### src/masked_add_pkg.sv
/* Masked adder package
   Operand width, latency, Boolean share types and request/result structs */

`default_nettype none

package masked_add_pkg;

    // ==================================================================
    // Sizes
    // ==================================================================
    localparam int ADD_WIDTH   = 8;              // Operand width in bits
    localparam int ADD_LATENCY = ADD_WIDTH + 2;  // Operand regs to sum, in cycles

    // ==================================================================
    // Share types
    // ==================================================================

    // One bit in two Boolean shares, plain bit is s[1] ^ s[0]
    typedef logic [1:0] share_t;

    // Word of shared bits, element i carries plain bit i
    typedef share_t [ADD_WIDTH-1:0] masked_word_t;

    // ==================================================================
    // Request / result
    // ==================================================================
    typedef struct packed {
        masked_word_t         x;       // Operand x, two shares per bit
        masked_word_t         y;       // Operand y, two shares per bit
        logic [ADD_WIDTH-1:0] mask_x;  // Fresh mask for remasking x
        logic [ADD_WIDTH-1:0] mask_y;  // Fresh mask for remasking y
    } add_req_t;

    typedef struct packed {
        masked_word_t s;               // Sum mod 2^ADD_WIDTH, still shared
    } add_res_t;

endpackage : masked_add_pkg

`default_nettype wire

### src/masked_full_adder.sv
/* Masked full adder, first order
   Share-wise XOR sum and DOM-AND majority carry, both registered */

`timescale 1ns/1ps
`default_nettype none

module masked_full_adder
    import masked_add_pkg::*;
(
    input  logic   clk,
    input  logic   rst_n,
    input  logic   zeroize,
    input  share_t x,        // Operand bit, shared
    input  share_t y,        // Operand bit, shared
    input  share_t c_in,     // Carry in, shared
    input  logic   rnd,      // Fresh bit for the DOM cross terms
    output share_t s,        // Sum bit, one cycle later
    output share_t c_out     // Carry out, one cycle later
);

    share_t a;               // x ^ c, share-wise
    share_t b;               // y ^ c, share-wise
    share_t s_q;
    share_t c_q;             // Carry delayed to meet the gadget output
    logic   inner0_q;        // Domain 0 product a0 & b0
    logic   inner1_q;        // Domain 1 product a1 & b1
    logic   cross0_q;        // a0 & b1, refreshed
    logic   cross1_q;        // a1 & b0, refreshed

    // maj(x, y, c) = ((x ^ c) & (y ^ c)) ^ c
    assign a = x ^ c_in;
    assign b = y ^ c_in;

    // ==================================================================
    // Register stage, cross terms get rnd before the flop
    // ==================================================================
    always_ff @(posedge clk or negedge rst_n) begin
        if (!rst_n) begin
            s_q      <= '0;
            c_q      <= '0;
            inner0_q <= 1'b0;
            inner1_q <= 1'b0;
            cross0_q <= 1'b0;
            cross1_q <= 1'b0;
        end else if (zeroize) begin
            s_q      <= '0;
            c_q      <= '0;
            inner0_q <= 1'b0;
            inner1_q <= 1'b0;
            cross0_q <= 1'b0;
            cross1_q <= 1'b0;
        end else begin
            s_q      <= x ^ y ^ c_in;          // Linear, stays in its share
            c_q      <= c_in;
            inner0_q <= a[0] & b[0];
            inner1_q <= a[1] & b[1];
            cross0_q <= (a[0] & b[1]) ^ rnd;   // Same rnd in both, cancels on unmask
            cross1_q <= (a[1] & b[0]) ^ rnd;
        end
    end

    // Compression after the flops, then XOR c back in per share
    assign s     = s_q;
    assign c_out = {inner1_q ^ cross1_q ^ c_q[1],
                    inner0_q ^ cross0_q ^ c_q[0]};

endmodule : masked_full_adder

`default_nettype wire

### src/masked_bool_adder.sv
/* Pipelined masked ripple-carry adder on Boolean shares
   Skewed operands meet the rippling carry, deskewed sums leave together */

`timescale 1ns/1ps
`default_nettype none

module masked_bool_adder
    import masked_add_pkg::*;
(
    input  logic                 clk,
    input  logic                 rst_n,
    input  logic                 zeroize,
    input  masked_word_t         x,      // Operand x, new pair accepted every cycle
    input  masked_word_t         y,      // Operand y
    input  logic [ADD_WIDTH-1:0] rnd,    // Bit i feeds full adder i
    output masked_word_t         s       // Sum, ADD_LATENCY cycles after x/y
);

    share_t carry  [ADD_WIDTH];          // carry[i] enters bit i
    share_t fa_sum [ADD_WIDTH];          // Per-bit sum, bit i valid i+2 cycles in
    share_t s_out  [ADD_WIDTH];          // Aligned outputs

    assign carry[0] = '0;                // No carry into bit 0

    // ==================================================================
    // Per-bit slice: skew chain, adder cell, deskew chain
    // ==================================================================
    for (genvar i = 0; i < ADD_WIDTH; i++) begin : gen_bit
        // Stage 0 is the operand register, stages 1..i add the skew
        share_t [i:0]             x_skew;
        share_t [i:0]             y_skew;
        // Bit i finishes early by ADD_WIDTH-1-i cycles, wait it out here
        share_t [ADD_WIDTH-1-i:0] s_deskew;

        always_ff @(posedge clk or negedge rst_n) begin
            if (!rst_n) begin
                x_skew <= '0;
                y_skew <= '0;
            end else if (zeroize) begin
                x_skew <= '0;
                y_skew <= '0;
            end else begin
                x_skew[0] <= x[i];
                y_skew[0] <= y[i];
                for (int j = 1; j <= i; j++) begin
                    x_skew[j] <= x_skew[j-1];
                    y_skew[j] <= y_skew[j-1];
                end
            end
        end

        if (i < ADD_WIDTH - 1) begin : gen_fa
            // Carry from bit i-1 arrives the same cycle as x_skew[i]
            masked_full_adder u_fa (
                .clk     (clk),
                .rst_n   (rst_n),
                .zeroize (zeroize),
                .x       (x_skew[i]),
                .y       (y_skew[i]),
                .c_in    (carry[i]),
                .rnd     (rnd[i]),
                .s       (fa_sum[i]),
                .c_out   (carry[i+1])
            );
        end else begin : gen_msb
            share_t msb_sum_q;           // Top bit, carry out dropped (mod 2^W)

            always_ff @(posedge clk or negedge rst_n) begin
                if (!rst_n) begin
                    msb_sum_q <= '0;
                end else if (zeroize) begin
                    msb_sum_q <= '0;
                end else begin
                    msb_sum_q <= x_skew[i] ^ y_skew[i] ^ carry[i];
                end
            end

            assign fa_sum[i] = msb_sum_q;
        end

        // Deskew, length shrinks as i grows
        always_ff @(posedge clk or negedge rst_n) begin
            if (!rst_n) begin
                s_deskew <= '0;
            end else if (zeroize) begin
                s_deskew <= '0;
            end else begin
                s_deskew[0] <= fa_sum[i];
                for (int j = 1; j < ADD_WIDTH - i; j++) begin
                    s_deskew[j] <= s_deskew[j-1];
                end
            end
        end

        assign s_out[i] = s_deskew[ADD_WIDTH-1-i];
    end

    // ==================================================================
    // Output packing
    // ==================================================================
    always_comb begin
        for (int i = 0; i < ADD_WIDTH; i++) begin
            s[i] = s_out[i];
        end
    end

endmodule : masked_bool_adder

`default_nettype wire

### src/share_refresh_stage.sv
/* Input refresh stage
   Captures a request on in_valid and remasks both operands with fresh masks */

`timescale 1ns/1ps
`default_nettype none

module share_refresh_stage
    import masked_add_pkg::*;
(
    input  logic         clk,
    input  logic         rst_n,
    input  logic         zeroize,
    input  logic         in_valid,
    input  add_req_t     in_req,
    output masked_word_t op_x,       // Remasked x, held until next capture
    output masked_word_t op_y,       // Remasked y
    output logic         op_valid    // One-cycle strobe per capture
);

    // XOR mask bit i into both shares of bit i, plain value unchanged
    function automatic masked_word_t remask(input masked_word_t w,
                                            input logic [ADD_WIDTH-1:0] m);
        masked_word_t r;
        for (int i = 0; i < ADD_WIDTH; i++) begin
            r[i] = w[i] ^ {2{m[i]}};
        end
        return r;
    endfunction

    // ==================================================================
    // Capture registers
    // ==================================================================
    always_ff @(posedge clk or negedge rst_n) begin
        if (!rst_n) begin
            op_x     <= '0;
            op_y     <= '0;
            op_valid <= 1'b0;
        end else if (zeroize) begin
            op_x     <= '0;
            op_y     <= '0;
            op_valid <= 1'b0;
        end else begin
            op_valid <= in_valid;      // Pulse follows the strobe by one cycle
            if (in_valid) begin
                // Adder shares no longer match the caller's shares
                op_x <= remask(in_req.x, in_req.mask_x);
                op_y <= remask(in_req.y, in_req.mask_y);
            end
        end
    end

endmodule : share_refresh_stage

`default_nettype wire

### src/share_result_stage.sv
/* Output result stage
   Delays the valid strobe by the adder latency and holds the last sum */

`timescale 1ns/1ps
`default_nettype none

module share_result_stage
    import masked_add_pkg::*;
(
    input  logic         clk,
    input  logic         rst_n,
    input  logic         zeroize,
    input  logic         op_valid,   // Strobe alongside the adder operands
    input  masked_word_t sum,        // Adder output, ADD_LATENCY behind op_valid
    output logic         out_valid,
    output add_res_t     out_res     // Held until the next out_valid
);

    logic [ADD_LATENCY-1:0] valid_dly;   // Tracks in-flight additions

    // ==================================================================
    // Valid delay line and result hold register
    // ==================================================================
    always_ff @(posedge clk or negedge rst_n) begin
        if (!rst_n) begin
            valid_dly <= '0;
            out_valid <= 1'b0;
            out_res   <= '0;
        end else if (zeroize) begin
            // Drops everything in flight
            valid_dly <= '0;
            out_valid <= 1'b0;
            out_res   <= '0;
        end else begin
            valid_dly <= {valid_dly[ADD_LATENCY-2:0], op_valid};
            out_valid <= valid_dly[ADD_LATENCY-1];
            // Top stage high means sum carries that request now
            if (valid_dly[ADD_LATENCY-1]) begin
                out_res.s <= sum;
            end
        end
    end

endmodule : share_result_stage

`default_nettype wire

### src/masked_add_top.sv
/* Masked adder top level
   Refresh stage, pipelined masked adder and result stage in series */

`timescale 1ns/1ps
`default_nettype none

module masked_add_top
    import masked_add_pkg::*;
(
    input  logic                 clk,
    input  logic                 rst_n,
    input  logic                 zeroize,   // Synchronous wipe of all shares
    input  logic                 in_valid,
    input  add_req_t             in_req,
    input  logic [ADD_WIDTH-1:0] rnd,       // From TRNG, new every cycle
    output logic                 out_valid, // ADD_LATENCY+1 cycles after in_valid
    output add_res_t             out_res
);

    masked_word_t op_x;
    masked_word_t op_y;
    logic         op_valid;
    masked_word_t sum;

    // ==================================================================
    // Datapath
    // ==================================================================
    share_refresh_stage u_refresh (
        .clk      (clk),
        .rst_n    (rst_n),
        .zeroize  (zeroize),
        .in_valid (in_valid),
        .in_req   (in_req),
        .op_x     (op_x),
        .op_y     (op_y),
        .op_valid (op_valid)
    );

    masked_bool_adder u_adder (
        .clk     (clk),
        .rst_n   (rst_n),
        .zeroize (zeroize),
        .x       (op_x),
        .y       (op_y),
        .rnd     (rnd),
        .s       (sum)
    );

    share_result_stage u_result (
        .clk       (clk),
        .rst_n     (rst_n),
        .zeroize   (zeroize),
        .op_valid  (op_valid),
        .sum       (sum),
        .out_valid (out_valid),
        .out_res   (out_res)
    );

endmodule : masked_add_top

`default_nettype wire

### config.mk
export PLATFORM = sky130hd
export DESIGN_NAME = masked_add_top
export DESIGN_NICKNAME = d
export VERILOG_FILES = /design/src/masked_add_pkg.sv /design/src/masked_full_adder.sv /design/src/masked_bool_adder.sv /design/src/share_refresh_stage.sv /design/src/share_result_stage.sv /design/src/masked_add_top.sv
export SDC_FILE = /design/constraint.sdc
export NUM_CORES = 1
export LEC_CHECK = 0
export ABC_AREA = 1
export ABC_CLOCK_PERIOD_IN_PS = 2230
export BUFFER_PORTS_ARGS = -buffer_cell sky130_fd_sc_hd__buf_2
export CORE_MARGIN = 10
export CORE_UTILIZATION = 64
export CTS_CLUSTER_SIZE = 10
export DETAILED_ROUTE_END_ITERATION = 12
export PLACE_DENSITY = 0.91
export SLEW_MARGIN = 20
export SYNTH_ARGS = -nofsm -noshare
export SYNTH_HDL_FRONTEND = slang
export SYNTH_SLANG_ARGS = --single-unit
### constraint.sdc
create_clock -name clk -period 2.23 [get_ports clk]
set_input_delay 0.446 -clock clk [delete_from_list [all_inputs] [get_ports clk]]
set_output_delay 0.446 -clock clk [all_outputs]
set_load 0.03 [all_outputs]
==> impl_metrics.yaml <==
grt:
  grt_pass1_wl_mm: 38.2
  grt-ovfl-total: 0
  antenna_found_initial: 1
  grt_pass1_vias: 8645
  grt_usage_pct: 18.1
  grt_max_degree: 198
floorplanning:
  chipWidth_um: 159
  placementRows: 50
  num_io_pins: 77
  die_height_um: 159
  fp.dieArea_sq_um: 25300
  core_sq_um: 18900
  start_util_pct: 65.5
logic_synthesis:
  synth_area_sq_um: 12400
  synth.most_common_cell: "dfrtp_1"
  synth_warnings: 0
  synth_edf_count: 0
  syn_nets: 1330
  async_reset_ff_share_pct: 100
  yosysTopAreaCell: "dfrtp_1"
  synth_area_leaders: "dfrtp_1 (67%), nor2_1 (8.7%), inv_1 (8.6%), nand2_1 (4.6%), xnor2_1 (2.4%)"
  ys_ff_latch: 332
  synth_cell_types: 21
  syn_avg_cell_area_sq_um: 9.76
  yosysSeqAreaShare_pct: 67.1
  yosysTopAreaCellShare_pct: 67.1
  syn_inst: 1268
  ys.flop_type: "dfrtp_1"
  synth_common_cells: "dfrtp_1 (332), nor2_1 (287), inv_1 (285)"
clocking:
  clk_root_buffer_cell: "clkbuf_16"
  clk_latency_ps: 510
  clockBufferDepth: 3
  htreeDepth: 2
  clk_pin_slew_worst_paths_ps: 50
  numCtsBuffers: 39
  cts_setup_buffers: 0
  clock_sinks: 332
  cts_tree: "yes"
power_and_ir_drop:
  p_switching_uw: 2940
  pwr_density_cell_nw_per_um2: 899
  p_leak_uw: 0.00718
  p_int_uw: 9670
  p_sw_share_pct: 23.3
  combPwrFrac_pct: 8.0
  sequentialPowerShare_pct: 50.5
  power_uw: 12600
  irDropWorstVdd_mv: 0.613
  clock_power_share_pct: 41.5
routing:
  drc: 0
  routed_wl_mm: 22.6
  wl_per_cell_um: 14.0
  num_vias: 7980
  dr.pass1.iters: 5
  drt-initial-drc-count: 597
  antenna_left: 0
  post_drt_via_cell_ratio: 4.94
critical_path:
  worstPathRequired_ps: 1780
  worstSetupStartpointType: "flip-flop"
  critPathTopFamily: "flip-flops"
  arrival_ps: 1070
  cpPeakStageDelay_ps: 380
  cp_slowest_cell: "dfrtp_1"
  critPathKind: "flip-flop to output pin"
  critPathBufInv: 1
  crit_chain: "buf_2"
  end_kind: "output pin"
  worstPathMaxFanout: 2
sta:
  rsz0062_at_grt: "false"
  finalHoldViolations: 0
  fmax_ghz: 0.659
  setup_viol: 0
  fin_hold_ws_ps: 213
  tns_ps: 0
  max-slew-margin-rel_pct: 36.2
  period_minus_slack_ps: 1520
  worst_pin_slew_ps: 957
  fin_crit_sh_pct: 68.1
  slew_violations: 0
  fin_skew_ps: 9.68
final_layout:
  drive_gt1_share_pct: 9.88
  fin_nets: 1418
  synthToLayoutAreaGrowth_pct: 13.3
  layoutNonFillerInstCount: 1617
  fill_cells: 1142
flow_run:
  cap_violations: 0
placement:
  dp_hpwl_mm: 12.7
  place.gp.congestion: 0.776
  dp_cells: 1574
  port_buffers: 75
status:
  outcome: "finished clean"
hold_path:
  min_path_type: "input port to flip-flop"
-- path summary, 6_finish.rpt --
check                                                         from  depth (start not counted)                             endpoint  slack (ps)
hold reg to reg                                       u_adder.s[4]                          2                  u_result.out_res[4]         440
setup reg to reg           u_adder.gen_bit[2].gen_fa.u_fa.cross1_q                          8  u_adder.gen_bit[3].gen_fa.u_fa.s[1]         790
min in group asynchronous                                    rst_n                          2                  u_result.out_res[0]         480
hold / removal                                          in_req[30]                          3                   u_refresh.op_y[14]         210
max in group asynchronous                                    rst_n                          3                    u_refresh.op_x[4]         970
setup / recovery                               u_result.out_res[1]                          1                           out_res[1]         710
-- logic make-up (layout without fill, tap and decap cells) --
logic type                 Yosys count  count (layout)  synth area share, %
buffers and inverters              327             415                 10.5
other                                0               1                    0
adders and majority gates            2               2                0.202
AOI/OAI and AO/OA                   61              61                 2.79
xor gates and xnor gates            47              47                 3.51
DFF                                332             332                 67.1
and+or+nand+nor                    499             499                 15.9
-- layout make-up --
cell class	count	area, sq um	area share (%)
clock buffer	39	976	6.96
clock inverter	2	17.5	0.125
timing repair buffer	87	547	3.90
tap	260	325	2.32
sequential	332	8310	59.3
antenna	1	2.50	0.0178
inverter	287	1080	7.68
multi-input combinational	609	2770	19.7
-- power by group through the flow --
stage	Sequential [uW]	Combinational, uW	Clock (uW)
after CTS	6360	1010	5320
after global placement	6440	899	0
after global routing	6380	1140	5570
after floorplan	6430	633	0
final	6360	1000	5230
after detailed placement	6460	970	0
-- sequential cells by signal, summed over array words and instances, names as in the netlist, 2 cells and up --
register and count:
u_adder.gen_bit.gen_fa.u_fa.s 14, u_adder.gen_bit.gen_fa.u_fa.c_q 12, u_adder.gen_bit.gen_fa.u_fa.cross1_q 7, u_result.out_res 16, u_adder.gen_bit.x_skew 72, u_adder.gen_bit.gen_fa.u_fa.cross0_q 7, u_adder.gen_bit.gen_msb.msb_sum_q 2, u_result.valid_dly 10
u_refresh.op_y 16, u_adder.s 14, u_adder.gen_bit.gen_fa.u_fa.inner0_q 7, u_adder.gen_bit.y_skew 72, u_refresh.op_x 16, u_adder.gen_bit.s_deskew 58, u_adder.gen_bit.gen_fa.u_fa.inner1_q 7
-- stage by stage --
| stage | util (%) | area [sq um] | worst slack [ps] |
|---|---|---|---|
| 2_1_floorplan | - | 12400 | 1070 |
| 3_3_place_gp | 68.9 | 13000 | 461 |
| 3_5_place_dp | 68.9 | 13000 | 385 |
| 4_1_cts | 74.2 | 14000 | 696 |
| 5_1_grt | 74.2 | 14000 | 683 |
| 6_report | 74.2 | 14000 | 712 |
-- worst reg2reg max path, delay by kind of cell (launching register included) --
kind | cells | cell delay, ps
compound gates | 1 | 210
buf+inv | 1 | 90
flops | 1 | 400
simple gates | 6 | 620
-- what timing repair did --
item                                    CTS  global route
endpoints found under the setup margin    0             0
hold endpoints to repair                 59             0
hold buffers                              1             0
gates resized for setup                   0             0
-- cells in the final DEF, fill, tap and decap left out, types with 12 or more instances in the layout --
cell and n:
dfrtp_1 332, nor2_1 287, inv_1 285, nand2_1 152, buf_2 73, nand3_1 51
clkbuf_16 39, xnor2_1 34, o22ai_1 32, a21oi_1 17, o21ai_0 12
-- routing by layer --
metal	global-route usage, %	part of all wire, %	wire length, um
met1	18.5	38	8500
met2	34.7	55	12500
met3	3.59	4.2	951
met4	8.09	2.9	659
met5	0	0	0
No activity file was read; power rests on OpenSTA's default activity.
